--- src/source/mduArithPkg.sv ---
`default_nettype none

package mduArithPkg;

    ////////////////////
    // Operations
    ////////////////////

    // Command word bits 2:0
    typedef enum logic [2:0] {
        opMult  = 3'd0,
        opMultu = 3'd1,
        opMsub  = 3'd2,
        opDiv   = 3'd3,
        opDivu  = 3'd4
    } mduOp_e;

    // Busy cycles per operation class
    localparam int mulLatency   = 5;
    localparam int divLatency   = 18;
    localparam int latencyWidth = 5;

    ////////////////////
    // HI/LO word
    ////////////////////

    // Multiply view and divide view of the same 64 bits, HI on top
    typedef union packed {
        logic signed [63:0] prod;
        struct packed {
            logic [31:0] remainder;
            logic [31:0] quotient;
        } div;
    } hiLo_u;

endpackage

`default_nettype wire

--- src/source/mduRegMapPkg.sv ---
`default_nettype none

package mduRegMapPkg;

    // Byte offsets inside the unit
    localparam int regAddrWidth = 5;

    ////////////////////
    // Register offsets
    ////////////////////

    localparam logic [regAddrWidth-1:0] regOperandA = 5'h00;
    localparam logic [regAddrWidth-1:0] regOperandB = 5'h04;
    // Bits 2:0 select the operation
    localparam logic [regAddrWidth-1:0] regCommand  = 5'h08;
    localparam logic [regAddrWidth-1:0] regHi       = 5'h0C;
    localparam logic [regAddrWidth-1:0] regLo       = 5'h10;
    // Bit 0 is busy
    localparam logic [regAddrWidth-1:0] regStatus   = 5'h14;

endpackage

`default_nettype wire

--- src/source/mduApbSlave.sv ---
`timescale 1ns/100ps
`default_nettype none

module mduApbSlave (
    input  wire logic                                  clk,
    input  wire logic                                  reset,
    input  wire logic                                  psel,
    input  wire logic                                  penable,
    input  wire logic                                  pwrite,
    input  wire logic [mduRegMapPkg::regAddrWidth-1:0] paddr,
    input  wire logic [31:0]                           pwdata,
    input  wire logic                                  busy,
    input  wire logic [31:0]                           rdata,
    output logic [31:0]                                prdata,
    output logic                                       pready,
    output logic                                       pslverr,
    output logic                                       start,
    output mduArithPkg::mduOp_e                        op,
    output logic [31:0]                                operandA,
    output logic [31:0]                                operandB,
    output logic                                       hiWrite,
    output logic                                       loWrite,
    output logic [31:0]                                wdata,
    output logic [mduRegMapPkg::regAddrWidth-1:0]      readAddr,
    output logic                                       readEnable
);
    import mduArithPkg::*;
    import mduRegMapPkg::*;

    logic accessPhase;
    logic mapped;
    logic badCommand;
    logic stall;
    logic writeDone;

    assign accessPhase = psel && penable;

    // Offset decode
    always_comb begin
        case (paddr)
            regOperandA, regOperandB, regCommand, regHi, regLo, regStatus: mapped = 1'b1;
            default: mapped = 1'b0;
        endcase
    end

    assign badCommand = pwrite && (paddr == regCommand) && (pwdata[2:0] > opDivu);

    // Hold off anything that needs or disturbs the result in flight
    always_comb begin
        stall = 1'b0;
        if (busy) begin
            case (paddr)
                regCommand, regHi, regLo: stall = 1'b1;
                regOperandA, regOperandB: stall = pwrite;
                default: stall = 1'b0;
            endcase
        end
    end

    ////////////////////
    // APB response
    ////////////////////

    assign pready    = accessPhase && !stall;
    assign pslverr   = pready && (!mapped || badCommand);
    assign writeDone = pready && pwrite && !pslverr;
    assign prdata    = rdata;

    // Core launch, one cycle on the completing edge
    assign start = writeDone && (paddr == regCommand);
    assign op    = mduOp_e'(pwdata[2:0]);

    // Bank side
    assign hiWrite    = writeDone && (paddr == regHi);
    assign loWrite    = writeDone && (paddr == regLo);
    assign wdata      = pwdata;
    assign readAddr   = paddr;
    assign readEnable = pready && !pwrite;

    // Operand registers
    always_ff @(posedge clk) begin
        if (reset) begin
            operandA <= '0;
            operandB <= '0;
        end else if (writeDone) begin
            if (paddr == regOperandA) begin
                operandA <= pwdata;
            end
            if (paddr == regOperandB) begin
                operandB <= pwdata;
            end
        end
    end

endmodule

`default_nettype wire

--- config.mk ---
export PLATFORM = sky130hd
export DESIGN_NAME = mduApbSlave
export DESIGN_NICKNAME = d
export VERILOG_FILES = /design/src/source/mduArithPkg.sv /design/src/source/mduRegMapPkg.sv /design/src/source/mduApbSlave.sv
export SDC_FILE = /design/constraint.sdc
export NUM_CORES = 1
export LEC_CHECK = 0
export BUFFER_PORTS_ARGS = -buffer_cell sky130_fd_sc_hd__buf_4
export CAP_MARGIN = 20
export CORE_MARGIN = 2
export CORE_UTILIZATION = 30
export DETAILED_ROUTE_END_ITERATION = 10
export GPL_TIMING_DRIVEN = 0
export SLEW_MARGIN = 20
export SYNTH_ARGS = -nofsm -noshare
export SYNTH_HDL_FRONTEND = slang
export SYNTH_SLANG_ARGS = --single-unit
--- constraint.sdc ---
create_clock -name clk -period 1.7 [get_ports clk]
set_clock_uncertainty 0.05 [all_clocks]
set_input_delay 0.425 -clock clk [delete_from_list [all_inputs] [get_ports clk]]
set_output_delay 0.425 -clock clk [all_outputs]
set_load 0.005 [all_outputs]
**Word-level counts from Yosys, hierarchy flattened**

Cells that the tools add are included.

- Output and inout bits: 142
- Register bits after elaboration: 64
- Logic and storage cells: 33

- Magnitude comparators: 1
- Multiplexer cells: 3
- Reduce and logical (&&, ||, !) cells: 22
- Equality and inequality tests: 5

Operator list:

| operator | number |
|---|---|
| $logic_and 1x1->1 | 11 |
| $eq 5x4->1 const B | 2 |
| $eq 5x5->1 const B | 2 |
| $reduce_or 6->1 | 1 |
| $eq 5x3->1 const B | 1 |
| $logic_not 5->1 | 1 |
| $logic_not 1->1 | 4 |
| $reduce_and 2->1 | 2 |
| $gt 3x3->1 const B | 1 |
| $reduce_or 3->1 | 1 |
| $mux 1 | 2 |
| $pmux 1 s2 | 1 |
| $reduce_or 2->1 | 1 |
| $logic_or 1x1->1 | 1 |

**Logic depth before layout (Yosys ltp)**

- Word-level depth: 10
- Mapped depth: 6

**Worst setup path after synthesis**

OpenSTA, ideal clock, no wires.

- Path type: input port to output port
- Start: in paddr[1] (netlist bit)
- End: out pready
- Setup slack: -118 ps
- Required time: 1225 ps
- Arrival time: 1343 ps
- Stages on the path: 3
- Cells stage by stage: or3b_2 > o311ai_2 > inv_1

- Cells in the longest elaborated chain, start to end: 6
- Elaborated cells on any way between the ends: 11
- Classes of those cells: eq/ne (4); mux (2); reduce/logical (5)

Ends and longest elaborated chain:

| what | line | text |
|---|---|---|
| start, declared | mduApbSlave.sv:10 | `input wire logic [mduRegMapPkg::regAddrWidth-1:0] paddr,` |
| $eq 5x4->1 (tied with other cells) | mduApbSlave.sv:52 | `case (paddr)` |
| $reduce_or 3->1 or $reduce_or 2->1 (tied branches) | mduApbSlave.sv:52 |  |
| $pmux 1 s2 * | mduApbSlave.sv:52 |  |
| $mux 1 * | mduApbSlave.sv:51 | `if (busy) begin` |
| $logic_not 1->1 * | mduApbSlave.sv:64 | `assign pready = accessPhase && !stall;` |
| $logic_and 1x1->1 * | mduApbSlave.sv:64 |  |
| end, declared | mduApbSlave.sv:15 | `output logic pready,` |

Every way passes the cells marked *; elsewhere a longest branch is shown, timed or not.

**Final worst setup path**

- Start: in paddr[1] (netlist bit)
- End: out readEnable

- Cells in the longest elaborated chain, start to end: 7
- Elaborated cells on any way between the ends: 12
- Classes of those cells: eq/ne (4); mux (2); reduce/logical (6)

Ends and longest elaborated chain:

| what | line | text |
|---|---|---|
| $eq 5x4->1 (tied with other cells) | mduApbSlave.sv:52 |  |
| $reduce_or 3->1 or $reduce_or 2->1 (tied branches) | mduApbSlave.sv:52 |  |
| $pmux 1 s2 * | mduApbSlave.sv:52 |  |
| $mux 1 * | mduApbSlave.sv:51 |  |
| $logic_not 1->1 * | mduApbSlave.sv:64 |  |
| $logic_and 1x1->1 * | mduApbSlave.sv:64 |  |
| $logic_and 1x1->1 * | mduApbSlave.sv:78 | `assign readEnable = pready && !pwrite;` |
| end, declared | mduApbSlave.sv:25 | `output logic readEnable` |

Marked as above.

==> results.json <==
{
  "status": "finished with violations",
  "violations": "setup timing",
  "multi_input_area_mm2": 0.00147,
  "setup_viol": 5,
  "ys_seq_area_frac": 0.376,
  "p_leak_nw": 2.64,
  "critPathKind": "input port to output port",
  "hold_violations": 0,
  "layout.cells.most_common": "buf_4",
  "die_width_um": 111,
  "grt_pass1_vias": 2886,
  "vias": 2904,
  "drcViolationCount": 0,
  "critPathMaxFanout": 3,
  "synthTopCellsByArea": "dfxtp_1 (38%), mux2i_1 (19%), nand2b_1 (18%)",
  "start_util": 0.311,
  "regArea_mm2": 0.00128,
  "timing.setup.tns_ns": -0.863,
  "grt_overflow": 0,
  "grt_max_degree": 12,
  "core_area_mm2": 0.0109,
  "htreeDepth": 3,
  "fillers": 1051,
  "clkSinkCount": 64,
  "final_core_util": 0.487,
  "hold_path.startpoint": "pwdata[3]",
  "yosys_warnings": 0,
  "rsz0062_at_grt": "true",
  "post-route-period-util": 1.12,
  "relSlewSlack": 0.683,
  "num_rows": 38,
  "drt_iter0_markers": 71,
  "startpoint_type": "input port",
  "clockRootBuffer": "clkbuf_16",
  "place_ws_ns": -0.219,
  "finalCriticalPeriod_ns": 1.90,
  "cap_viol_max_count": 0,
  "drtPass1Iterations": 4,
  "critPathCaptureType": "output port",
  "globalplace.congestion": 0.747,
  "grt_pass1_wl_um": 14500,
  "synth.top_cell.area_share": 0.376,
  "syn_inst": 343,
  "final_antenna_net_count": 0,
  "clock_latency_ns": 0.32,
  "critical_path_required_ns": 1.22,
  "dp_hpwl_um": 6900,
  "antenna_found_initial": 0,
  "hold_ws_ns": 0.346,
  "layout-drive-gt1-share": 0.535,
  "drv_slew": 0,
  "ys_types": 25,
  "tightestPinTransition_ns": 0.475,
  "dp_cells": 664,
  "syn_avg_cell_area_um2": 9.92,
  "ys_ff_latch": 64,
  "hold_class": "input port to register",
  "worstPathArrival_ns": 1.42,
  "layout_common_cells": "buf_4 (257), nand2b_1 (97), mux2i_1 (64), dfxtp_1 (64), clkbuf_1 (10)",
  "p_per_area_mw_per_mm2": 750,
  "synth_top_area_cell": "dfxtp_1",
  "die_h_um": 111,
  "synth_area_mm2": 0.00340,
  "rr_startpoint": "operandA[21]",
  "synth.net_count": 418,
  "io_pins": 217,
  "area_growth_pct": 56.5,
  "ir_drop_mv": 0.485,
  "die_area_mm2": 0.0122,
  "postCtsHoldBufs": 0,
  "nNetsFinal": 613,
  "clk_pin_slew_ns": 0.06,
  "vias_per_cell": 4.26,
  "cts_made_buffers": 9,
  "cts_tree": "built",
  "fin_ws_ns": -0.198,
  "wl_um": 8950,
  "clockBufferDepth": 2,
  "port_buffers": 181,
  "crit_start": "paddr[1]",
  "wl_per_cell_um": 13.1,
  "fmax_ghz": 0.527,
  "final_cells": 682,
  "grt_use_total": 0.147,
  "antenna_cells": 0
}
state kept, by name, indices dropped and copies added (netlist names):
name / cells
operandB: 32
operandA: 32
Yosys cell counts:
cell type / count
dfxtp_1: 64
and3_1: 1
buf_12: 2
and3_2: 1
or3b_2: 1
a211oi_1: 1
buf_4: 75
nand2_1: 3
nor2_1: 3
nand3_1: 2
nor3_1: 3
mux2i_1: 64
and4_4: 1
buf_6: 4
and4bb_4: 1
nor4_1: 2
clkbuf_1: 10
nand4_2: 1
a21oi_1: 1
nand2b_1: 97
inv_1: 1
o21a_1: 2
and2b_4: 1
nand4b_1: 1
o311ai_2: 1
where the power goes:
part	total [mW]	switching, mW	internal (mW)
sequential	1.50	0.00101	1.50
combinational	0.521	0.178	0.343
clock	1.97	0.657	1.31
total	4.00	0.836	3.16
critical path, cell delays in order:
cell and delay, ns:
buf_8 0.10, or3b_4 0.41, o311ai_4 0.27, nor2_1 0.08, buf_4 0.14
cells by family after synthesis:
| logic type | after synthesis | share of synthesized area |
|---|---|---|
| multiplexers | 64 | 0.188 |
| AND/OR/NAND/NOR | 118 | 0.220 |
| AO/OA/AOI/OAI | 5 | 0.0129 |
| flip-flops | 64 | 0.376 |
| buffers and inverters | 92 | 0.203 |
worst paths after layout:
| path | endpoint | slack, ns | cells past startpoint |
|---|---|---|---|
| hold reg to reg | operandA[22] | 0.42 | 2 |
| hold / removal | operandA[3] | 0.35 | 3 |
| setup / recovery | readEnable | -0.20 | 5 |
| setup reg to reg | operandA[21] | 1.03 | 2 |
cell type report:
class	instances	area share
plain buffers	91	0.129
clock buffers	10	0.0449
clock inverters	5	0.0153
inverters	1	0.000705
multi-input cells	187	0.276
flip-flops and latches	64	0.241
well taps	140	0.0329
repair buffers	184	0.261
routing by layer:
metal | vias up | track usage | part of all wire
met5 | - | 0 | 0
met2 | 141 | 0.244 | 0.49
met3 | 7 | 0.0510 | 0.089
met4 | 0 | 0.0500 | 0.0089
met1 | 1318 | 0.178 | 0.42
li1 | 1438 | - | -
timing repair:
item                       4_1_cts  5_1_grt
setup endpoints to repair        6        6
pin swaps                        4        0
gates resized for setup          6        0
setup buffers                    3        0
through the flow:
stage	power, mW	instance area [um^2]
floorplan	1.79	3420
global placement	2.05	4950
detailed placement	2.05	4950
CTS	4.06	5330
global route	4.17	5330
finish	4.00	5330
Note: power is estimated with default switching activity, not from simulation.
