--- src/source/mduArithPkg.sv ---
`default_nettype none

package mduArithPkg;

    ////////////////////
    // Operations
    ////////////////////

    // Command word bits 2:0
    typedef enum logic [2:0] {
        opMult  = 3'd0,
        opMultu = 3'd1,
        opMsub  = 3'd2,
        opDiv   = 3'd3,
        opDivu  = 3'd4
    } mduOp_e;

    // Busy cycles per operation class
    localparam int mulLatency   = 5;
    localparam int divLatency   = 18;
    localparam int latencyWidth = 5;

    ////////////////////
    // HI/LO word
    ////////////////////

    // Multiply view and divide view of the same 64 bits, HI on top
    typedef union packed {
        logic signed [63:0] prod;
        struct packed {
            logic [31:0] remainder;
            logic [31:0] quotient;
        } div;
    } hiLo_u;

endpackage

`default_nettype wire

--- src/source/mduRegMapPkg.sv ---
`default_nettype none

package mduRegMapPkg;

    // Byte offsets inside the unit
    localparam int regAddrWidth = 5;

    ////////////////////
    // Register offsets
    ////////////////////

    localparam logic [regAddrWidth-1:0] regOperandA = 5'h00;
    localparam logic [regAddrWidth-1:0] regOperandB = 5'h04;
    // Bits 2:0 select the operation
    localparam logic [regAddrWidth-1:0] regCommand  = 5'h08;
    localparam logic [regAddrWidth-1:0] regHi       = 5'h0C;
    localparam logic [regAddrWidth-1:0] regLo       = 5'h10;
    // Bit 0 is busy
    localparam logic [regAddrWidth-1:0] regStatus   = 5'h14;

endpackage

`default_nettype wire

--- src/source/hiLoBank.sv ---
`timescale 1ns/100ps
`default_nettype none

module hiLoBank (
    input  wire logic                                  clk,
    input  wire logic                                  reset,
    input  wire logic                                  hiWrite,
    input  wire logic                                  loWrite,
    input  wire logic [31:0]                           wdata,
    input  wire logic                                  resultValid,
    input  wire mduArithPkg::hiLo_u                    result,
    input  wire logic                                  busy,
    input  wire logic [mduRegMapPkg::regAddrWidth-1:0] readAddr,
    input  wire logic                                  readEnable,
    output mduArithPkg::hiLo_u                         hiLo,
    output logic [31:0]                                rdata
);
    import mduArithPkg::*;
    import mduRegMapPkg::*;

    hiLo_u acc;

    ////////////////////
    // HI/LO storage
    ////////////////////

    always_ff @(posedge clk) begin
        if (reset) begin
            acc.prod <= '0;
        end else if (resultValid) begin
            acc <= result;
        end else begin
            // Move to HI and move to LO
            if (hiWrite) begin
                acc.prod[63:32] <= wdata;
            end
            if (loWrite) begin
                acc.prod[31:0] <= wdata;
            end
        end
    end

    assign hiLo = acc;

    ////////////////////
    // Read data
    ////////////////////

    // Operands and command read back as zero
    always_comb begin
        rdata = '0;
        if (readEnable) begin
            case (readAddr)
                regHi:     rdata = acc.prod[63:32];
                regLo:     rdata = acc.prod[31:0];
                regStatus: rdata = {31'b0, busy};
                default:   rdata = '0;
            endcase
        end
    end

endmodule

`default_nettype wire

--- config.mk ---
export PLATFORM = sky130hd
export DESIGN_NAME = hiLoBank
export DESIGN_NICKNAME = d
export VERILOG_FILES = /design/src/source/mduArithPkg.sv /design/src/source/mduRegMapPkg.sv /design/src/source/hiLoBank.sv
export SDC_FILE = /design/constraint.sdc
export NUM_CORES = 1
export LEC_CHECK = 0
export ABC_AREA = 1
export BUFFER_PORTS_ARGS = -buffer_cell sky130_fd_sc_hd__buf_2
export CAP_MARGIN = 20
export CORE_AREA = 2 2 97 99
export CTS_CLUSTER_SIZE = 10
export DETAILED_ROUTE_END_ITERATION = 10
export DIE_AREA = 0 0 99 101
export MAX_ROUTING_LAYER = met4
export PLACE_DENSITY = 0.79
export SLEW_MARGIN = 20
export SYNTH_ARGS = -nofsm -noshare
export SYNTH_HDL_FRONTEND = slang
export SYNTH_SLANG_ARGS = --single-unit
--- constraint.sdc ---
create_clock -name clk -period 1.1 [get_ports clk]
set_input_delay 0.22 -clock clk [delete_from_list [all_inputs] [get_ports clk]]
set_output_delay 0.22 -clock clk [all_outputs]
set_load 0.05 [all_outputs]
# Yosys cells after proc, flatten, opt, wreduce, memory -nomap -nowiden

Cells that the tools add are included.

Input port bits: 108
Output and inout bits: 96
Word-level logic and storage cells: 12
Register bits after elaboration: 64

Reduce and logical (&&, ||, !) cells: 2
Equality and inequality tests: 3
Mux-type cells: 5

Operators with widths:

| operator           | number |
|---|---|
| $mux 32            | 3 |
| $pmux 32 s3        | 1 |
| $mux 64            | 1 |
| $eq 5x5->1 const B | 2 |
| $eq 5x4->1 const B | 1 |
| $reduce_bool 2->1  | 2 |

# Depth between registers and ports, before layout

Gate-level depths: netlist of the first run.

Word-level depth: 3
Mapped depth: 7
Gate-level depth less buffers: 6

# Least setup slack after synthesis of the first run

Ideal clock, no wire load.

Kind: reg-to-output
Start: reg acc, in the netlist hiLo[0]
End: out rdata[0]
Setup slack: -0.757 ns
Path buffers: 0
Required time: 0.880 ns
Arrival: 1.637 ns
Stages on the path, launching flop included: 5
Cells stage by stage: dfxtp_1 > nand2_1 > nand2_1 > nand3_1 > a21oi_1

Longest elaborated chain between the ends: 2

RTL lines:

| item                   | line           | text |
|---|---|---|
| start, declared        | hiLoBank.sv:21 | `hiLo_u acc;` |
| start signal, assigned | hiLoBank.sv:31 | `acc <= result;` |
| $pmux 32 s3            | hiLoBank.sv:53 | `case (readAddr)` |
| $mux 32                | hiLoBank.sv:52 | `if (readEnable) begin` |
| end, declared          | hiLoBank.sv:16 | `output logic [31:0] rdata` |

Every way passes these cells.

# Worst setup path in the final report of the first run

Start: in readAddr[1] (netlist name)
End: out rdata[29]

Longest elaborated chain between the ends: 3
Elaborated cells between the ends (all ways): 5
Classes of those cells: eq/ne (3); mux (2)

RTL lines:

| item                                            | line           | text |
|---|---|---|
| start, declared                                 | hiLoBank.sv:13 | `input wire logic [mduRegMapPkg::regAddrWidth-1:0] readAddr,` |
| $eq 5x5->1 / $eq 5x4->1 (equally long branches) | hiLoBank.sv:53 |  |
| $pmux 32 s3 (*)                                 | hiLoBank.sv:53 |  |
| $mux 32 (*)                                     | hiLoBank.sv:52 |  |

Every way passes the cells marked *; elsewhere a longest branch is shown, timed or not.

==> results of run 1 <==
metrics by stage:
stage               hold slack, ns  TNS [ns]
floorplan                   0.3931    -7.898
global placement            0.5120    -15.21
detailed placement          0.5194    -15.87
CTS                         0.1625    -13.82
global route                0.1872    -16.51
finish                      0.1678    -14.39
power breakdown:
part           internal [uW]  total [uW]  switching [uW]
Combinational           1190        2750            1560
Sequential              2500        2640             145
Clock                   1390        2300             918
metal layers:
layer  vias up  global-route usage
met5         -                   -
met4         0              0.2192
met3       127             0.06588
met2       439              0.6201
met1      2705              0.3903
li1       2628                   -
cell usage after synthesis, drive strengths merged:
master,n,area share
inv,101,0.094
nand4,63,0.098
clkbuf,9,0.011
nand3,65,0.081
a21oi,32,0.040
dfxtp,64,0.32
nor2,36,0.040
nand2,260,0.24
buf,43,0.075
cells by family (layout without fill, tap and decap cells):
| kind of cell | after synthesis | count (layout) | synth area share |
|---|---|---|---|
| compound gates | 32 | 32 | 0.03981 |
| buf+inv | 153 | 416 | 0.1804 |
| flops | 64 | 64 | 0.3185 |
| simple gates | 424 | 424 | 0.4613 |
path summary, 6_finish.rpt:
| path | startpoint | end | slack [ns] | cells after the start |
|---|---|---|---|---|
| setup / recovery | readAddr[1] | rdata[29] | -0.46 | 7 |
| hold reg to reg | hiLo[39] | hiLo[39] | 0.57 | 4 |
| hold / removal | result[7] | hiLo[7] | 0.17 | 5 |
| setup reg to reg | hiLo[19] | hiLo[19] | 0.16 | 5 |
final cells by class:
type | count | area (sq um)
repair buffers | 300 | 3095
clock inverters | 3 | 65.06
multi-input cells | 456 | 2381
clock buffers | 12 | 155.1
fillers | 486 | 1380
well taps | 111 | 138.9
flip-flops and latches | 64 | 1379
inverters | 101 | 382.9
critical path, cell delays in order:
cell	delay [ns]
buf_6	0.10
nor2_4	0.13
buf_12	0.15
buf_12	0.13
nand4_1	0.24
a21oi_4	0.20
buf_6	0.17
timing repair:
item | in CTS | in global routing
cloned | 2 | 3
resized for setup | 293 | 49
setup buffers | 6 | 30
setup endpoints to repair | 96 | 89
pin swaps | 23 | 46
==> summary.txt, run 1 <==
Place
  • Routability cong.: 0.9393
  • Buffers added on ports: 203
  • Cell count after placement: 1013
  • Pre-CTS worst setup slack: -0.5481 ns
  • Half-perimeter wire length after detailed placement: 11290 um
  • Placed cell area: 0.006048 sq mm

Worst hold path
  • Hold/Removal Path Class: in -> reg

Yosys
  • Number of distinct standard cells referenced by the synthesized netlist: 16
  • Mean area per synthesized cell: 5.977 sq um
  • Post-synthesis cell count: 673
  • Number of flip-flops and latches in the synthesized netlist: 64
  • Nets in the synthesized netlist: 781
  • Area of the mapped netlist: 0.004023 sq mm
  • Sequential-to-total area share from yosys stat: 0.3185
  • YS warnings: 0

Cells and area
  • Total number of nets in the final design: ~1000
  • Final cell utilization of the core: 0.8463
  • Number of flip-flops under the largest register name: 64
  • Most common cell after layout, fill and taps aside: nand2_1
  • Layout Cell Area excl Fill: between 0.007 and 0.008 sq mm
  • Commonest non-fill, non-tap cells in the layout: 260 x nand2_1, 102 x buf_2, 97 x inv_1, 92 x buf_6, 65 x nand3_1
  • Ant diodes: 0
  • Layout cells sized above 1: 0.4466
  • Count of placed standard cells in the final layout, fillers left out: 1047
  • Area Growth Syn to Fin: 88.86%

Outcome
  • Outcome: finished with violations
  • Violated checks: negative setup slack

Floorplan
  • Vert. Die Dim: 101 um
  • IO Pins: 204
  • Rows: 35
  • Initial core utilization: 0.4481
  • Die footprint: 0.009999 sq mm
  • Width of the die: 99 um
  • CORE AREA: 0.008977 sq mm

STA
  • RSZ-0062 raised after global routing: yes
  • Final count of negative-setup-slack endpoints: a little under 80
  • Hold violation count in the final report: 0
  • Clock skew after layout: 0 ns
  • Number of pins exceeding their max-slew limit in the final report: 0
  • Worst-case headroom to the max-slew limit: 0.7994
  • Period Utilization, post-route: 1.422
  • Post-layout worst setup margin: -0.4642 ns
  • Clock period minus final worst setup slack: 1.564 ns
  • Worst Max-Slew Pin Slew: between 0.3 and 0.4 ns
  • Max Clk Rate: 639.3 MHz

Power and ir drop
  • Worst vdd rail ir drop: 0.8725 mV
  • Pwr Density: between 1000 and 1500 mW/mm^2
  • Power Total: 7694 uW
  • LEAKAGE: 0.003931 uW

Routing
  • Average detailed-routed wire length per instance: 18.44 um
  • Wl on met1: 6388 um
  • Remaining antenna violation count: 0
  • WL met2: 9986 um
  • Top Layer Used: met4
  • Amount of wire on met3 after detailed routing: 1786 um
  • Vias per inst: 5.634
  • Total via count after detailed routing: just under 6000
  • TritonRoute pass-1 iters: 6
  • Final routed wirelength across all metal layers: just under 20000 um
  • Number of design-rule violations left by the first detailed-router iteration: roughly 420
  • Post-route DRC violation count: 0

Global route
  • Global-route wire length before repair: 28030 um
  • Aggregate global routing overflow: 0
  • Aggregate global-route resource usage: 0.3621
  • Number of antenna violations at the first check in global routing: 0
  • Largest net degree at the start of global routing: 42
  • Via count of the first global-routing pass: just under 6000

Clock network
  • Clock H-tree levels: 3
  • Clock tree root buffer cell: clkbuf_8
  • Clock tree from TritonCTS: built
  • Number of buffers inserted during clock tree synthesis: 9
  • Clock transition time at the flip-flop clock pins of the worst setup and hold paths: 0.07 ns
  • Maximum root-to-sink buffer count: 2
  • Number of buffers added to fix hold violations after cts: 0
  • Clock net sink count: 64
  • Worst-Skew Late Latency: 0.34 ns

Setup path
  • Arrival time of the worst setup path: between 1 and 1.5 ns
  • Critical path required time: 0.88 ns
  • Kind of start point of the critical path: input port
  • Crit end category: output port
  • Worst setup path class: in -> out
  • Maximum fanout along the worst path: 10

Run
  • Max-cap viol count: 0
Note: power is estimated with default switching activity, not from simulation.
==> run 2, diff against run 1 <==
ABC_AREA = unset   (was 1)
CORE_AREA = 2 2 94 96   (was 2 2 97 99)
DIE_AREA = 0 0 96 98   (was 0 0 99 101)
PLACE_DENSITY = 0.8   (was 0.79)
==> run 2 against run 1 <==
Compared with the run above: the run still ends with negative setup slack left; non-clock buffer count shrank 28; critical path depth is the same; die area decreased by 5.9%; fmax decreased by 8.8%; global-route usage down 2.1 points; highest routed layer unchanged; routed wire length down 19%; worst hold slack worse by 0.050 ns; synthesized cell count down 41%; flip-flop and latch count is the same.
==> summary.txt, run 2 <==
Power and ir drop
  • Power Total: 7443 uW (-3.3%)
  • Worst vdd rail ir drop: 0.7287 mV (-16%)
  • Pwr Density: 1032 mW/mm^2 (+1.9%)
  • LEAKAGE: 0.003139 uW (-20%)

Routing
  • Remaining antenna violation count: 0 (unchanged)
  • Number of design-rule violations left by the first detailed-router iteration: 126 (-70%)
  • Post-route DRC violation count: 0 (unchanged)
  • TritonRoute pass-1 iters: 4 (-2)
  • Vias per inst: 5.566 (-1.2%)
  • Total via count after detailed routing: 4197 (-29%)
  • Average detailed-routed wire length per instance: 20.63 um (+12%)
  • Final routed wirelength across all metal layers: 15550 um (-19%)

Yosys
  • Number of flip-flops and latches in the synthesized netlist: 64 (unchanged)
  • Sequential-to-total area share from yosys stat: 0.3449 (+0.02639)
  • Flip-flop cell with the highest count after synthesis: dfxtp_1
  • Cell types with the highest counts after synthesis: 64 x dfxtp_1, 64 x mux2_1, 64 x mux2i_1, 64 x nor2_1
  • Nets in the synthesized netlist: 503 (-36%)
  • Portion of synthesized cell area occupied by the leading cell type: 0.3449 (+0.02639)
  • Mean area per synthesized cell: 9.405 sq um (+57%)
  • Number of synthesized flops with an enable pin: 0 (unchanged)
  • FFs w/ async S/R, synth: 0 (unchanged)
  • Cell types occupying the most area after synthesis: dfxtp_1 34%, mux2_1 19%, mux2i_1 17%, nor2_1 6.5%, nand3b_1 6.3%
  • YS warnings: 0 (unchanged)
  • Area of the mapped netlist: 0.003715 sq mm (-7.7%)
  • Number of distinct standard cells referenced by the synthesized netlist: 18 (+2)
  • Dominant cell type by area after synthesis: dfxtp_1
  • Post-synthesis cell count: 395 (-41%)

Floorplan
  • IO Pins: 204 (unchanged)
  • CORE AREA: 0.008466 sq mm (-5.7%)
  • Rows: 34 (-2.9%)
  • Die footprint: 0.009408 sq mm (-5.9%)
  • Vert. Die Dim: 98 um (-3.0%)
  • Width of the die: 96 um (-3.0%)
  • Initial core utilization: 0.4388 (-0.009272)

Setup path
  • Critical path required time: 0.88 ns (about the same)
  • Maximum fanout along the worst path: 8 (-2)
  • Arrival time of the worst setup path: 1.50 ns (+0.16 ns)
  • Crit end category: output port
  • Flop-to-flop setup slack: 0.01 ns (-0.15 ns)
  • Kind of start point of the critical path: input port
  • Worst setup path class: in -> out
  • Critical register-to-register path startpoint: hiLo[35]
  • Depth of the worst register-to-register path: 4 (-1)
  • R2R Path End: hiLo[35]

STA
  • Number of pins exceeding their max-slew limit in the final report: 0 (unchanged)
  • Hold violation count in the final report: 0 (unchanged)
  • Post-layout worst setup margin: -0.6161 ns (-0.1518 ns)
  • RSZ-0062 raised after global routing: yes
  • Max Clk Rate: 582.7 MHz (-8.8%)
  • Final count of negative-setup-slack endpoints: 67 (-13%)
  • Clock period minus final worst setup slack: 1.716 ns (+0.1518 ns)
  • Clock skew after layout: 0 ns (unchanged)
  • Period Utilization, post-route: 1.560 (+0.1380)
  • Worst Max-Slew Pin Slew: 0.3145 ns (+0.01351 ns)
  • Hold_ws: 0.1182 ns (-0.04960 ns)
  • Worst-case headroom to the max-slew limit: 0.7904 (-0.009008)

Clock network
  • Clock net sink count: 64 (unchanged)
  • Clock tree from TritonCTS: built
  • Maximum root-to-sink buffer count: 2 (unchanged)
  • Clock H-tree levels: 3 (unchanged)
  • Worst-Skew Late Latency: 0.33 ns (about the same)
  • Clock transition time at the flip-flop clock pins of the worst setup and hold paths: 0.07 ns (about the same)
  • Number of buffers inserted during clock tree synthesis: 9 (unchanged)
  • Clock tree root buffer cell: clkbuf_8

Place
  • Placed cell area: 0.005649 sq mm (-6.6%)
  • Routability cong.: 0.8249 (-12%)
  • Pre-CTS worst setup slack: -0.6267 ns (-0.07861 ns)
  • Buffers added on ports: 203 (unchanged)
  • Half-perimeter wire length after detailed placement: 9391 um (-17%)

Run
  • Max-cap viol count: 0 (unchanged)

Global route
  • Global-route wire length before repair: 23890 um (-15%)
  • Largest net degree at the start of global routing: 65 (+55%)
  • Aggregate global-route resource usage: 0.3410 (-0.02103)
  • Number of antenna violations at the first check in global routing: 1 (+1)
  • Aggregate global routing overflow: 0 (unchanged)
  • Via count of the first global-routing pass: 4786 (-18%)

Cells and area
  • Layout Cell Area excl Fill: 0.007214 sq mm (-5.0%)
  • Layout cells sized above 1: 0.6186 (+0.1720)
  • Layout filler cell count: 443 (-8.8%)
  • Number of flip-flops under the largest register name: 64 (unchanged)
  • Most common cell after layout, fill and taps aside: buf_2
  • Commonest non-fill, non-tap cells in the layout: 101 x buf_2, 85 x buf_6, 64 x nor2_1, 63 x mux2i_1, 59 x mux2_1
  • Total number of nets in the final design: 748 (-28%)
  • Area Growth Syn to Fin: 94.21%

Worst hold path
  • Startpoint of the lowest-slack hold path: result[27]
  • Hold/Removal Path Class: in -> reg
  • Min-Delay Path Depth: 3 (-2)
  • Terminating pin of the worst hold path: hiLo[27]

Outcome
  • Outcome: finished with violations
  • Violated checks: negative setup slack
-- run 2: cell types whose count changed after synthesis, moves of 4 or more --
cell,delta
nand2_1,-260
inv_1,-99
mux2_1,+64
mux2i_1,+64
nand4_1,-63
nand3_1,-34
nor2_1,+32
nand3b_1,+31
clkbuf_1,+9
buf_6,-8
buf_1,-6
buf_4,-4
-- run 2: logic make-up after synthesis --
group / count (synthesis) / synth area share
AND/OR/NAND/NOR: 131 / 0.1829
buffers and inverters: 38 / 0.05524
flip-flops: 64 / 0.3449
AO/OA/AOI/OAI: 33 / 0.04749
multiplexers: 129 / 0.3695
-- run 2: worst max-delay path by stage --
stage	cells after the start	start	endpoint	slack [ns]
2_1_floorplan	4	readAddr[1]	rdata[10]	-0.39
3_3_place_gp	7	readAddr[3]	rdata[18]	-0.59
3_5_place_dp	6	readAddr[1]	rdata[1]	-0.63
4_1_cts	7	readAddr[1]	rdata[1]	-0.55
5_1_grt	7	readAddr[1]	rdata[18]	-0.63
6_report	7	readAddr[1]	rdata[18]	-0.62
-- run 2: layer usage --
| layer | GRT usage | part of all wire |
|---|---|---|
| met3 | 0.05633 | 0.053 |
| met2 | 0.6197 | 0.54 |
| met4 | 0.1593 | 0.041 |
| met5 | - | 0 |
| met1 | 0.3471 | 0.37 |
-- run 2: where the power goes --
| group | internal [uW] | total (uW) | switching, uW |
|---|---|---|---|
| clock network | 1340 | 2240 | 905 |
| registers | 2510 | 2670 | 156 |
| logic | 1200 | 2530 | 1330 |
-- run 2: what timing repair did --
action	in CTS	in global routing
hold buffers	0	0
hold endpoints to repair	0	0
setup endpoints to repair	96	87
cloned	4	0
buffers inserted	8	18
resized for setup	349	57
pin swaps	2	8
-- run 2: critical path, stage by stage --
cell and delay, ns:
buf_8 0.10, nor4b_4 0.27, buf_6 0.19, buf_16 0.14, nand3b_1 0.18, a21oi_4 0.21, buf_6 0.18
-- run 2: final cells by class --
cell class | count | area (sq um) | share of cell area
diodes | 1 | 2.502 | 0.0003469
repair buffers | 272 | 2809 | 0.3894
well taps | 108 | 135.1 | 0.01873
clock inverters | 3 | 65.06 | 0.009018
flip-flops and latches | 64 | 1384 | 0.1918
clock buffers | 13 | 148.9 | 0.02064
multi-input cells | 293 | 2670 | 0.3701
-- run 2: per-stage QoR --
stage          setup TNS, ns  std cells  utilization
2_1_floorplan         -12.04        395            -
3_3_place_gp          -23.54        728       0.6673
3_5_place_dp          -25.86        728       0.6673
4_1_cts               -17.96        753       0.8355
5_1_grt               -19.94        754       0.8522
6_report              -18.07        754       0.8522
==> run 3, diff against run 2 <==
CORE_AREA = 2 2 78 117   (was 2 2 94 96)
DIE_AREA = 0 0 80 119   (was 0 0 96 98)
PLACE_DENSITY = 0.79   (was 0.8)
==> run 3 against run 2 <==
Compared with the run above: fmax increased by 2.9%; the flow still finishes with violations (negative setup slack); worst hold slack improved by 0.0042 ns; flip-flop and latch count unchanged; combinational power about the same; first-iteration DRC count increased by 100%; via count increased by 1.1%; clock power increased by 13%; largest power group unchanged; non-clock buffer count decreased by 2; final area decreased by 2.0%.
==> summary.txt, run 3 (synthesis results as in run 2) <==
Outcome
  • Outcome: finished with violations
  • Violated checks: negative setup slack

Clock network
  • Clock tree from TritonCTS: built
  • Maximum root-to-sink buffer count: 2 (unchanged)
  • Clock tree root buffer cell: clkbuf_16
  • Number of buffers inserted during clock tree synthesis: 9 (unchanged)
  • Clock net sink count: 64 (unchanged)
  • Worst-Skew Late Latency: 0.33 ns (about the same)
  • Clock H-tree levels: 3 (unchanged)
  • Number of buffers added to fix hold violations after cts: 0 (unchanged)
  • Clock transition time at the flip-flop clock pins of the worst setup and hold paths: 0.05 ns (-0.02 ns)

Global route
  • Largest net degree at the start of global routing: 56 (-14%)
  • Via count of the first global-routing pass: 4607 (-3.7%)
  • Number of antenna violations at the first check in global routing: 2 (+1)
  • Global-route wire length before repair: 23880 um (about the same)
  • Aggregate global-route resource usage: 0.3380 (-0.003066)
  • Aggregate global routing overflow: 0 (unchanged)

Routing
  • Post-route DRC violation count: 0 (unchanged)
  • Vias per inst: 5.635 (+1.2%)
  • Average detailed-routed wire length per instance: 21.26 um (+3.1%)
  • Remaining antenna violation count: 0 (unchanged)
  • Number of design-rule violations left by the first detailed-router iteration: 254 (+100%)
  • Final routed wirelength across all metal layers: 16010 um (+2.9%)
  • TritonRoute pass-1 iters: 4 (unchanged)
  • Total via count after detailed routing: 4243 (+1.1%)

Setup path
  • R2R Path End: hiLo[4]
  • Crit end category: output port
  • Biggest cell delay along the critical path: 0.27 ns (about the same)
  • Arrival time of the worst setup path: 1.45 ns (-0.05 ns)
  • Setup crit end: rdata[9]
  • Dominant cell type by count on the critical path: buf_6
  • Worst setup path class: in -> out
  • Ordered list of cells on the worst path: buf_8 -> nor4b_4 -> buf_6 -> buf_12 -> nand3b_1 -> a21oi_4 -> buf_6
  • Kind of start point of the critical path: input port
  • Maximum fanout along the worst path: 8 (unchanged)
  • Cell with the largest stage delay on the worst path: nor4b_4
  • Depth of the worst register-to-register path: 4 (unchanged)
  • Critical path required time: 0.88 ns (about the same)
  • Beginning of the critical path: readAddr[3]
  • Flop-to-flop setup slack: -0.04 ns (-0.05 ns)
  • Critical register-to-register path startpoint: hiLo[4]

STA
  • Hold_ws: 0.1224 ns (+0.004226 ns)
  • Hold violation count in the final report: 0 (unchanged)
  • Period Utilization, post-route: 1.516 (-0.04446)
  • Post-layout worst setup margin: -0.5672 ns (+0.04890 ns)
  • Max Clk Rate: 599.8 MHz (+2.9%)
  • Number of pins exceeding their max-slew limit in the final report: 0 (unchanged)
  • Final sum of negative setup slack: -17.58 ns (+0.4849 ns)
  • Worst Max-Slew Pin Slew: 0.2494 ns (-0.06508 ns)
  • Final count of negative-setup-slack endpoints: 68 (+1.5%)
  • Clock skew after layout: 0 ns (unchanged)
  • Clock period minus final worst setup slack: 1.667 ns (-0.04890 ns)
  • RSZ-0062 raised after global routing: yes
  • Worst-case headroom to the max-slew limit: 0.8290 (+0.03863)

Floorplan
  • Width of the die: 80 um (-17%)
  • CORE AREA: 0.008618 sq mm (+1.8%)
  • Die footprint: 0.009520 sq mm (+1.2%)
  • Vert. Die Dim: 119 um (+21%)
  • Rows: 42 (+24%)
  • Initial core utilization: 0.4310 (-0.007772)
  • IO Pins: 204 (unchanged)

Place
  • Routability cong.: 0.8929 (+8.2%)
  • Half-perimeter wire length after detailed placement: 9762 um (+3.9%)
  • Buffers added on ports: 203 (unchanged)
  • Pre-CTS worst setup slack: -0.6719 ns (-0.04519 ns)

Power and ir drop
  • Worst vdd rail ir drop: 0.8776 mV (+20%)
  • LEAKAGE: 0.003083 uW (-1.8%)
  • Pwr Density: 1091 mW/mm^2 (+5.7%)

Cells and area
  • Number of flip-flops under the largest register name: 64 (unchanged)
  • Total number of nets in the final design: 746 (-0.27%)
  • Final cell utilization of the core: 0.8201 (-0.03208)
  • Commonest non-fill, non-tap cells in the layout: 103 x buf_2, 97 x buf_6, 64 x nor2_1, 62 x mux2i_1, 62 x dfxtp_2
  • Layout cells sized above 1: 0.6069 (-0.01174)
  • Most common cell after layout, fill and taps aside: buf_2
  • Area Growth Syn to Fin: 90.27%

Run
  • Max-cap viol count: 0 (unchanged)

Worst hold path
  • Min-Delay Path Depth: 3 (unchanged)
  • Hold/Removal Path Class: in -> reg
run 3: changes by cell type in the layout (fill, tap and decap cells not counted), moves of 7 or more:
cell	previous run	this run
buf_6	85	97
clkbuf_8	10	1
dfxtp_4	9	2
buf_8	50	40
dfxtp_2	55	62
clkbuf_16	0	10
run 3: timing repair:
item / in CTS / in global routing
setup endpoints to repair: 97 / 84
setup buffers: 6 / 21
resized for setup: 329 / 53
gates cloned: 2 / 1
pin swaps: 6 / 11
run 3: worst min-delay path by stage:
stage	from	to	slack [ns]
CTS	result[55]	hiLo[55]	0.12
global route	result[20]	hiLo[20]	0.13
detailed placement	result[30]	hiLo[30]	0.46
finish	result[47]	hiLo[47]	0.12
global placement	result[60]	hiLo[60]	0.45
floorplan	result[0]	hiLo[0]	0.37
run 3: area by class of cell:
type | count | area, sq um
Timing Repair Buffer | 270 | 2659
Multi-Input combinational cell | 293 | 2645
Fill cell | 476 | 1550
Sequential cell | 64 | 1366
Clock buffer | 13 | 250.2
Tap cell | 110 | 137.6
Clock inverter | 1 | 5.005
Antenna cell | 2 | 5.005
run 3: critical path, delay by kind of cell:
kind                   cells  cell delay (ns)
buffers and inverters      4             0.61
and+or+nand+nor            2             0.43
AOI/OAI and AO/OA          1             0.18
run 3: layer usage:
layer	vias to the layer above	wire length, um	GRT usage
met5	-	0	-
met4	0	912	0.2066
met3	74	734	0.06742
met2	212	8767	0.5823
met1	2065	5594	0.3437
li1	1892	-	-
run 3: power by group:
| group | internal, uW | leakage [uW] | switching [uW] |
|---|---|---|---|
| registers | 2530 | 0.000551 | 155 |
| clock network | 1560 | 0.000126 | 972 |
| logic | 1160 | 0.00241 | 1340 |
run 3: per-stage QoR:
stage	total power, uW	area, sq um	cells
after floorplan	3885	4126	395
after global placement	4573	5639	732
after detailed placement	4631	5639	732
after CTS	7583	6925	749
after global routing	7945	7068	753
final	7708	7068	753
